--- config.mk ---
export PLATFORM = sky130hd
export DESIGN_NAME = uart_core
export DESIGN_NICKNAME = d
export VERILOG_FILES = /design/src/rtl/uart_pkg.sv /design/src/rtl/uart_baud_timer.sv /design/src/rtl/uart_tx.sv /design/src/rtl/uart_rx.sv /design/src/rtl/uart_core.sv
export SDC_FILE = /design/constraint.sdc
export NUM_CORES = 1
export LEC_CHECK = 0
export ABC_CLOCK_PERIOD_IN_PS = 7300
export BUFFER_PORTS_ARGS = -buffer_cell sky130_fd_sc_hd__buf_2
export CORE_MARGIN = 1
export CORE_UTILIZATION = 45
export CTS_CLUSTER_DIAMETER = 50
export CTS_CLUSTER_SIZE = 8
export DETAILED_ROUTE_END_ITERATION = 7
export SLEW_MARGIN = 20
export SYNTH_ARGS = -nofsm -noshare
export SYNTH_HDL_FRONTEND = slang
export SYNTH_SLANG_ARGS = --single-unit
--- constraint.sdc ---
create_clock -name clk -period 7.3 [get_ports clk]
set_clock_uncertainty 0.15 [all_clocks]
set_input_delay 0.73 -clock clk [delete_from_list [all_inputs] [get_ports clk]]
set_output_delay 0.73 -clock clk [all_outputs]
set_load 0.02 [all_outputs]
--- src/rtl/uart_pkg.sv ---
// Shared widths, defaults and state encodings for the UART core

package uart_pkg;

	// ------------------------------------------------------------
	// Widths and defaults
	// ------------------------------------------------------------

	// Bit period counter width, also the width of baud_div
	localparam int BAUD_W = 16;

	// Widest frame payload, ports are sized to this
	localparam int DATA_BITS_DEF = 8;

	// Bit index counter, wide enough for DATA_BITS_DEF bits
	localparam int BIT_IDX_W = $clog2(DATA_BITS_DEF);

	// Below this the mid-bit sample gets too close to the edges
	localparam logic [BAUD_W-1:0] BAUD_DIV_MIN = 16'd4;

	// ------------------------------------------------------------
	// State encodings
	// ------------------------------------------------------------

	typedef enum logic [1:0] {
		TX_IDLE  = 2'd0, // Line high, ready for a byte
		TX_START = 2'd1, // Driving start bit
		TX_DATA  = 2'd2, // Shifting out data, LSB first
		TX_STOP  = 2'd3  // Holding stop bit
	} tx_state_e;

	typedef enum logic [1:0] {
		RX_IDLE  = 2'd0, // Waiting for a low line
		RX_START = 2'd1, // Start bit, recheck at mid
		RX_DATA  = 2'd2, // Sampling data bits at mid
		RX_STOP  = 2'd3  // Judging stop bit
	} rx_state_e;

endpackage

--- src/rtl/uart_baud_timer.sv ---
`timescale 1ns/100ps

// Bit period timer, one per direction
// Counts 0 .. baud_div-1 while run is high, sits at zero otherwise
module uart_baud_timer (
	input  logic                        clk,
	input  logic                        reset,
	input  logic                        run,      // High for the whole frame
	input  logic [uart_pkg::BAUD_W-1:0] baud_div, // Clock cycles per bit
	output logic                        bit_end,  // Last cycle of a bit period
	output logic                        mid       // Mid-bit sample point
);

	import uart_pkg::*;

	logic [BAUD_W-1:0] count;
	logic [BAUD_W-1:0] half_div;
	logic              at_last;

	assign half_div = baud_div >> 1; // Rounded down
	assign at_last  = (count == baud_div - 1'b1);

	// ------------------------------------------------------------
	// Counter
	// ------------------------------------------------------------

	always_ff @(posedge clk or posedge reset) begin
		if (reset) begin
			count <= '0;
		end else if (!run) begin
			count <= '0; // Held while the direction is idle
		end else if (at_last) begin
			count <= '0; // Wrap at end of bit
		end else begin
			count <= count + 1'b1;
		end
	end

	// Strobes only while running
	assign bit_end = run && at_last;
	assign mid     = run && (count == half_div);

	// ------------------------------------------------------------
	// Checks
	// ------------------------------------------------------------

	// Too small a divider breaks the mid/end spacing in both FSMs
	a_baud_div_min: assert property (
		@(posedge clk) disable iff (reset)
		run |-> (baud_div >= BAUD_DIV_MIN)
	) else $error("baud_div below minimum while timer runs");

endmodule

--- src/rtl/uart_tx.sv ---
`timescale 1ns/100ps

// UART transmitter
// Start bit, DATA_BITS data bits LSB first, one stop bit
// Bit timing comes from an external uart_baud_timer
module uart_tx #(
	parameter int DATA_BITS = uart_pkg::DATA_BITS_DEF
) (
	input  logic                               clk,
	input  logic                               reset,
	input  logic                               bit_end,   // From timer
	input  logic                               tx_latch,  // Host strobe, may be held
	input  logic [uart_pkg::DATA_BITS_DEF-1:0] tx_data,
	output logic                               tx_out,    // Serial line, idles high
	output logic                               tx_empty,  // Ready for a byte
	output logic                               timer_run
);

	import uart_pkg::*;

	localparam logic [BIT_IDX_W-1:0] LAST_IDX = BIT_IDX_W'(DATA_BITS - 1);

	tx_state_e            state;
	logic [DATA_BITS-1:0] shreg;   // Bits not yet on the line
	logic [BIT_IDX_W-1:0] bit_idx; // Data bit now on the line
	logic                 accept;
	logic                 shift_en;

	// Byte taken only while idle, a latch while busy is dropped
	assign accept = tx_empty && tx_latch;

	// Timer runs for the whole frame
	assign timer_run = (state != TX_IDLE);

	// Next bit moves to shreg[0] each time one goes out
	assign shift_en = bit_end && ((state == TX_START) || (state == TX_DATA));

	// ------------------------------------------------------------
	// Shift register
	// ------------------------------------------------------------

	always_ff @(posedge clk) begin
		if (accept) begin
			shreg <= tx_data[DATA_BITS-1:0]; // Upper bits unused for short frames
		end else if (shift_en) begin
			shreg <= {1'b0, shreg[DATA_BITS-1:1]};
		end
	end

	// ------------------------------------------------------------
	// FSM
	// ------------------------------------------------------------

	always_ff @(posedge clk or posedge reset) begin
		if (reset) begin
			state    <= TX_IDLE;
			tx_out   <= 1'b1;
			tx_empty <= 1'b1;
			bit_idx  <= '0;
		end else begin
			case (state)
				TX_IDLE: begin
					if (accept) begin
						state    <= TX_START;
						tx_out   <= 1'b0; // Start bit from the next cycle
						tx_empty <= 1'b0;
					end
				end

				TX_START: begin
					if (bit_end) begin
						state   <= TX_DATA;
						tx_out  <= shreg[0]; // Bit 0
						bit_idx <= '0;
					end
				end

				TX_DATA: begin
					if (bit_end) begin
						if (bit_idx == LAST_IDX) begin
							state  <= TX_STOP;
							tx_out <= 1'b1; // Stop bit
						end else begin
							tx_out  <= shreg[0];
							bit_idx <= bit_idx + 1'b1;
						end
					end
				end

				TX_STOP: begin
					// Ready again on the edge that ends the stop bit
					if (bit_end) begin
						state    <= TX_IDLE;
						tx_empty <= 1'b1;
					end
				end

				default: begin
					state    <= TX_IDLE;
					tx_out   <= 1'b1;
					tx_empty <= 1'b1;
				end
			endcase
		end
	end

	// ------------------------------------------------------------
	// Checks
	// ------------------------------------------------------------

	// Line must idle high between frames
	a_idle_line_high: assert property (
		@(posedge clk) disable iff (reset)
		(state == TX_IDLE) |-> tx_out
	) else $error("tx_out low while transmitter idle");

	// Busy only ever follows a host latch
	a_empty_fall_on_accept: assert property (
		@(posedge clk) disable iff (reset)
		$fell(tx_empty) |-> $past(tx_latch)
	) else $error("tx_empty fell without tx_latch");

endmodule

--- src/rtl/uart_rx.sv ---
`timescale 1ns/100ps

// UART receiver
// Two-flop synchronizer, one sample per bit at mid-bit
// Start bit rechecked at mid to reject glitches, stop bit judged at mid
module uart_rx #(
	parameter int DATA_BITS = uart_pkg::DATA_BITS_DEF
) (
	input  logic                               clk,
	input  logic                               reset,
	input  logic                               rx_in,        // Async serial line
	input  logic                               mid,          // From timer
	output logic [uart_pkg::DATA_BITS_DEF-1:0] rx_data,      // Last good byte
	output logic                               rx_latch,     // One cycle, good frame
	output logic                               rx_frame_err, // One cycle, stop bit low
	output logic                               timer_run
);

	import uart_pkg::*;

	localparam logic [BIT_IDX_W-1:0] LAST_IDX = BIT_IDX_W'(DATA_BITS - 1);

	rx_state_e            state;
	logic                 rx_meta;   // First sync flop
	logic                 rx_sync;   // Safe to use
	logic                 hold_off;  // First idle cycle after a frame
	logic                 start_det;
	logic [DATA_BITS-1:0] shreg;
	logic [BIT_IDX_W-1:0] bit_idx;

	// ------------------------------------------------------------
	// Synchronizer
	// ------------------------------------------------------------

	always_ff @(posedge clk or posedge reset) begin
		if (reset) begin
			rx_meta <= 1'b1; // Line idles high
			rx_sync <= 1'b1;
		end else begin
			rx_meta <= rx_in;
			rx_sync <= rx_meta;
		end
	end

	// Low line while idle opens a frame in this very cycle.
	// The timer still holds a stale count right after a frame,
	// so detection waits one cycle for it to clear.
	assign start_det = (state == RX_IDLE) && !rx_sync && !hold_off;

	// Timer count is 0 in the detect cycle, mid lands baud_div/2 later
	assign timer_run = (state != RX_IDLE) || start_det;

	// ------------------------------------------------------------
	// Shift register
	// ------------------------------------------------------------

	// LSB arrives first and walks down to bit 0
	always_ff @(posedge clk) begin
		if ((state == RX_DATA) && mid) begin
			shreg <= {rx_sync, shreg[DATA_BITS-1:1]};
		end
	end

	// ------------------------------------------------------------
	// FSM
	// ------------------------------------------------------------

	always_ff @(posedge clk or posedge reset) begin
		if (reset) begin
			state        <= RX_IDLE;
			bit_idx      <= '0;
			hold_off     <= 1'b0;
			rx_data      <= '0;
			rx_latch     <= 1'b0;
			rx_frame_err <= 1'b0;
		end else begin
			rx_latch     <= 1'b0; // Strobes
			rx_frame_err <= 1'b0;
			hold_off     <= 1'b0;

			case (state)
				RX_IDLE: begin
					if (start_det) begin
						state <= RX_START;
					end
				end

				RX_START: begin
					if (mid) begin
						if (rx_sync) begin
							// Line back high, just a glitch
							state    <= RX_IDLE;
							hold_off <= 1'b1;
						end else begin
							state   <= RX_DATA;
							bit_idx <= '0;
						end
					end
				end

				RX_DATA: begin
					if (mid) begin
						if (bit_idx == LAST_IDX) begin
							state <= RX_STOP;
						end else begin
							bit_idx <= bit_idx + 1'b1;
						end
					end
				end

				RX_STOP: begin
					// Idle from here, remaining half stop bit can hold a new start
					if (mid) begin
						state    <= RX_IDLE;
						hold_off <= 1'b1;
						if (rx_sync) begin
							rx_latch <= 1'b1;
							rx_data  <= DATA_BITS_DEF'(shreg); // Zero-extend short frames
						end else begin
							rx_frame_err <= 1'b1; // rx_data keeps last good byte
						end
					end
				end

				default: begin
					state <= RX_IDLE;
				end
			endcase
		end
	end

	// ------------------------------------------------------------
	// Checks
	// ------------------------------------------------------------

	// A frame ends either good or bad, never both
	a_strobes_exclusive: assert property (
		@(posedge clk) disable iff (reset)
		!(rx_latch && rx_frame_err)
	) else $error("rx_latch and rx_frame_err high together");

endmodule

--- src/rtl/uart_core.sv ---
`timescale 1ns/100ps

// UART core top
// One transmitter and one receiver, each with its own bit timer.
// Both timers share baud_div, so both directions run at one rate.
module uart_core #(
	parameter int DATA_BITS = uart_pkg::DATA_BITS_DEF // 5 to 8
) (
	input  logic                               clk,
	input  logic                               reset,
	input  logic [uart_pkg::BAUD_W-1:0]        baud_div,
	input  logic                               rx_in,
	output logic                               tx_out,
	input  logic                               tx_latch,
	input  logic [uart_pkg::DATA_BITS_DEF-1:0] tx_data,
	output logic                               tx_empty,
	output logic [uart_pkg::DATA_BITS_DEF-1:0] rx_data,
	output logic                               rx_latch,
	output logic                               rx_frame_err
);

	import uart_pkg::*;

	logic tx_bit_end;
	logic tx_timer_run;
	logic rx_mid;
	logic rx_timer_run;

	// Frame length outside what the ports and bit index can carry
	if ((DATA_BITS < 5) || (DATA_BITS > DATA_BITS_DEF)) begin : g_bad_data_bits
		$error("uart_core: DATA_BITS out of range");
	end

	// ------------------------------------------------------------
	// Transmit direction
	// ------------------------------------------------------------

	uart_baud_timer u_tx_timer (
		.clk      (clk),
		.reset    (reset),
		.run      (tx_timer_run),
		.baud_div (baud_div),
		.bit_end  (tx_bit_end),
		.mid      ()             // TX only needs bit ends
	);

	uart_tx #(
		.DATA_BITS (DATA_BITS)
	) u_tx (
		.clk       (clk),
		.reset     (reset),
		.bit_end   (tx_bit_end),
		.tx_latch  (tx_latch),
		.tx_data   (tx_data),
		.tx_out    (tx_out),
		.tx_empty  (tx_empty),
		.timer_run (tx_timer_run)
	);

	// ------------------------------------------------------------
	// Receive direction
	// ------------------------------------------------------------

	uart_baud_timer u_rx_timer (
		.clk      (clk),
		.reset    (reset),
		.run      (rx_timer_run),
		.baud_div (baud_div),
		.bit_end  (),            // RX samples at mid only
		.mid      (rx_mid)
	);

	uart_rx #(
		.DATA_BITS (DATA_BITS)
	) u_rx (
		.clk          (clk),
		.reset        (reset),
		.rx_in        (rx_in),
		.mid          (rx_mid),
		.rx_data      (rx_data),
		.rx_latch     (rx_latch),
		.rx_frame_err (rx_frame_err),
		.timer_run    (rx_timer_run)
	);

endmodule

Word level (Yosys, flattened, before mapping) --
Index checks and enable logic that the tools add are counted.
Storage, ports and cells: register bits after elaboration 73
Cells by class: equality and inequality tests 24, add/subtract/negate cells 5, multiplexer cells 43, reduce and logical (&&, ||, !) cells 27
Operator list (number):
- $mux W16 | 4
- $add A16 B1 Y16 const B | 2
- $eq A16 B16 Y1 | 2
- $mux W2 | 11
- $mux W3 | 7
- $eq A16 B15 Y1 | 1
- $mux W8 | 2
- $ne A2 B1 Y1 const B | 8
- $pmux W2 S4 | 2
- $sub A16 B1 Y16 const B | 1
- $reduce_and A5 Y1 | 3
- $mux W1 | 12
- $pmux W3 S2 | 2
- $reduce_bool A2 Y1 | 6
- $ne A2 B2 Y1 const B | 5
- $eq A2 B2 Y1 const B | 4
- $reduce_and A4 Y1 | 2
- $logic_and A1 B1 Y1 | 7
- $add A3 B1 Y3 const B | 2
- $eq A3 B3 Y1 const B | 2
- $reduce_and A3 Y1 | 2
- $eq A2 B1 Y1 const B | 2
- $logic_not A2 Y1 | 2
- $pmux W1 S2 | 2
- 4 further kinds | 6

Longest topological paths before layout --
depth in word-level cells 7, mapped depth 12

Modules after synthesis --
From an unflattened synthesis, not the netlist that was laid out.
Second synthesis, totals: cells, all modules 496, area, all modules 4924.7 sq um
By module, submodules not included:
- uart_baud_timer | seq. area each 400.4 sq um, area an instance 1550.2 sq um, cells each 186, times used 2
- uart_rx | seq. area each 693.2 sq um, area an instance 975.9 sq um, cells each 59, times used 1
- uart_tx | seq. area each 417.9 sq um, area an instance 848.3 sq um, cells each 65, times used 1

Worst setup path before layout --
Ideal clock, no wire load.
path kind in2reg, start in baud_div[4] (netlist name), end reg u_tx.shreg[0] (enable), library setup time 384 ps, path buffers 3, arrival 3695 ps, data required time 6766 ps, slack 3071 ps, stages on the path 9, cell sequence clkbuf_1 -> or4_4 -> buf_6 -> or4_4 -> a221oi_2 -> nand4b_1 -> or4_1 -> buf_2 -> o21ai_0
Between the ends: cells in the longest elaborated chain, start to end 5
RTL lines:
- from (decl) | line uart_core.sv:11 | input logic [uart_pkg::BAUD_W-1:0] baud_div,
- $sub A16 B1 Y16 | line uart_baud_timer.sv:21 | assign at_last = (count == baud_div - 1'b1);
- $eq A16 B16 Y1 | line uart_baud_timer.sv:21
- $logic_and A1 B1 Y1 | line uart_baud_timer.sv:40 | assign bit_end = run && at_last;
- $logic_and A1 B1 Y1 | line uart_tx.sv:36 | assign shift_en = bit_end && ((state == TX_START) || (state == TX_DATA));
- $reduce_bool A2 Y1 (no line)
- to (signal assigned) | line uart_tx.sv:44 | shreg <= tx_data[DATA_BITS-1:0];
- to (signal assigned) | line uart_tx.sv:46 | shreg <= {1'b0, shreg[DATA_BITS-1:1]};
- to (decl) | line uart_tx.sv:24 | logic [DATA_BITS-1:0] shreg;
Every way passes these cells. A chain may end at the register's enable or synchronous reset.

Worst setup path in the final report --
start in baud_div[2] (netlist name), end reg u_tx.shreg[5] (enable)
Same word-level chain as after synthesis.

==> impl_metrics.py <==
metrics = {
    "outcome": {
        "status": "complete, no violations",
    },
    "cells_and_area": {
        "drive_above_1_share_pct": 18.0,
        "post-route-util_pct": 50.8,
        "antenna-diode-count": 0,
        "nFillCells": 932,
        "layout.nets": 533,
        "area_growth_pct": 9.76,
    },
    "setup_path": {
        "critPathMaxFanout": 10,
        "arrival_ns": 3.81,
        "end_kind": "flop",
        "critPathRequiredTime_ns": 7.14,
        "startpoint_type": "input pin",
        "critPathKind": "input pin to flop",
    },
    "clock_tree": {
        "cts_tree": "done",
        "htreeDepth": 3,
        "clk_latency_ns": 0.35,
        "ctsRootBufferMaster": "clkbuf_8",
        "numCtsBuffers": 9,
        "cts_resized": 0,
        "clk_pin_slew_ns": 0.09,
        "holdBufCountCts": 0,
        "clkSinkCount": 73,
        "clockBufferDepth": 2,
        "post_cts_buffers": 0,
    },
    "yosys": {
        "ys.flop_type": "dfrtp_1",
        "postSynthCellCount": 461,
        "ys_top_cells_by_area": "dfrtp_1, edfxtp_1, xnor2_1, xor2_1, ha_1",
        "synth_cell_types": 56,
        "ys_ff_latch": 73,
        "async_flop_share_pct": 78.1,
        "syn_nets": 505,
        "synth.avg_cell_area_sq_um": 9.82,
        "synth.largest_area_cell": "dfrtp_1",
        "yosys_warnings": 0,
        "netlist_area_sq_um": 4530,
        "yosysSeqAreaShare_pct": 42.2,
        "synth.top_cell.area_share_pct": 29.3,
        "synth-edff-count": 16,
    },
    "detailed_routing": {
        "dr.pass1.iters": 4,
        "vias": 3263,
        "viasPerCell": 5.20,
        "wl_per_cell_um": 14.5,
        "final_antenna_net_count": 0,
        "drc": 0,
        "drt_iter0_markers": 153,
        "routed_wl_mm": 9.10,
    },
    "grt": {
        "grt_max_degree": 58,
        "gr-usage-met2_pct": 29.5,
        "grt.busiest_layer": "met2",
        "grt_overflow": 0,
        "track_usage_pct": 19.1,
        "grtUsageMet1_pct": 26.9,
        "grtUsageMet3_pct": 3.08,
        "grt_pass1_vias": 3098,
        "antenna_found_initial": 0,
        "grt_pass1_wl_mm": 15.2,
    },
    "sta": {
        "layout_setup_ws_ns": 3.33,
        "whs_ns": 0.214,
        "rsz0062_at_grt": "no",
        "min_period_over_period_pct": 54.3,
        "max_freq_mhz": 252,
        "slew_headroom_pct": 43.6,
        "tns_ns": 0,
        "worst_slew_pin_slew_ns": 0.838,
        "setup_viol": 0,
        "period_minus_slack_ns": 3.97,
        "final_max_slew_viol_count": 0,
        "hold_viol": 0,
    },
    "floorplan": {
        "die_area_sq_um": 10500,
        "core_sq_um": 9770,
        "start_util_pct": 46.3,
        "ios": 40,
        "dieWidth_um": 102,
        "die_h_um": 102,
        "rows": 36,
    },
    "placement": {
        "hpwl_mm": 6.77,
        "dp_slack_ns": 2.63,
        "gp_congestion": 0.855,
        "io_buffers": 39,
    },
    "power": {
        "powerDensity_nw_per_um2": 231,
        "p_leak_nw": 2.22,
        "irDropWorstVdd_v": 0.000118,
    },
    "hold_path": {
        "hold_class": "flop to flop",
    },
    "run": {
        "max_cap_viol_count": 0,
    },
}
==> cells in the mapped netlist, drive strengths merged, types with 6 or more instances <==
cell	instances
a21oi	8
and3	13
buf	6
clkbuf	19
dfrtp	53
edfxtp	16
ha	16
inv	22
mux2	17
mux2i	7
nand2	41
nand3	21
nor2	50
nor3	11
nor4	10
o21ai	14
or4	7
xnor2	45
xor2	38
==> per-stage QoR <==
stage               instance area [sq um]  total power, mW  cells
CTS                                  4970             1.16    627
floorplan                            4530            0.777    461
global placement                     4780            0.845    611
detailed placement                   4780            0.854    611
global route                         4970             1.23    627
finish                               4970             1.15    627
==> worst max-delay path: stages <==
cell	delay (ns)
buf_2	0.15
or4_4	0.61
or4_4	0.54
a221oi_2	0.25
nand4b_1	0.19
or4_1	0.71
o21ai_1	0.62
==> placed cells by master (no fill, tap or decap), drive strengths merged, types with 2 or more instances in the layout <==
cell type and count:
dfrtp 53, nor2 50, xnor2 45, buf 42, nand2 41, xor2 38
inv 27, nand3 21, mux2 17, ha 16, edfxtp 16, o21ai 14
and3 13, nor3 11, nor4 10, clkbuf 9, a21oi 8, mux2i 7
or4 7, nand4 4, o211ai 4, dfstp 4, xnor3 4, and2 3
o31ai 2, nor4b 2, a21o 2, clkinvlp 2, or3 2, or2 2
==> final timing paths <==
kind	from	to	slack [ns]	depth (start not counted)
hold / removal	u_rx.rx_meta$_DFF_PP1_	u_rx.rx_sync$_DFF_PP1_	0.21	0
setup / recovery	baud_div[2]	u_tx.shreg[5]$_DFFE_PP_	3.33	7
setup reg to reg	u_tx_timer.count[6]$_DFF_PP0_	u_tx.shreg[5]$_DFFE_PP_	3.96	6
hold reg to reg	u_rx.rx_meta$_DFF_PP1_	u_rx.rx_sync$_DFF_PP1_	0.21	0
min in group asynchronous	reset	u_rx.rx_data[6]$_DFFE_PP0P_	0.42	3
max in group asynchronous	reset	u_tx_timer.count[6]$_DFF_PP0_	6.09	3
==> registers in the layout, summed over array words and instances, names as in the netlist, named ones only <==
register	flops
u_tx.bit_idx	3
u_tx.tx_empty	1
u_tx.shreg	8
u_rx.rx_meta	1
u_tx.tx_out	1
u_tx_timer.count	16
u_tx.state	2
u_rx.rx_data	8
u_rx.rx_latch	1
u_rx.bit_idx	3
u_rx.state	1
u_rx.hold_off	1
u_rx.shreg	8
u_rx.rx_frame_err	1
u_rx_timer.count	16
u_rx.rx_sync	1
==> power by group <==
group	internal [mW]	switching, mW
Combinational	0.149	0.189
Sequential	0.453	0.0537
Clock	0.130	0.173
Total	0.732	0.415
==> cells by family (layout without fill, tap and decap cells) <==
kind of cell	count (synthesis)	count (layout)	synth area share, %
and+or+nand+nor	173	173	18.9
xor gates and xnor gates	87	87	18.1
DFF	73	73	42.2
buffers and inverters	47	80	4.59
AOI/OAI and AO/OA	41	41	5.97
muxes	24	24	5.78
adders and majority gates	16	16	4.42
==> cell type report <==
cell class	count	area [sq um]	share of cell area, %
multi-input combinational	341	2410	48.4
sequential	73	1910	38.5
timing repair buffer	42	218	4.38
tap	133	166	3.35
clock buffer	9	124	2.49
inverter	22	82.6	1.66
clock inverter	7	58.8	1.18
==> metal layers <==
metal / share of wire [%] / wire, um
met5: 0 / 0
met4: 1.6 / 146
met3: 2.6 / 241
met2: 46 / 4200
met1: 50 / 4510
(Power assumes the default switching activity.)
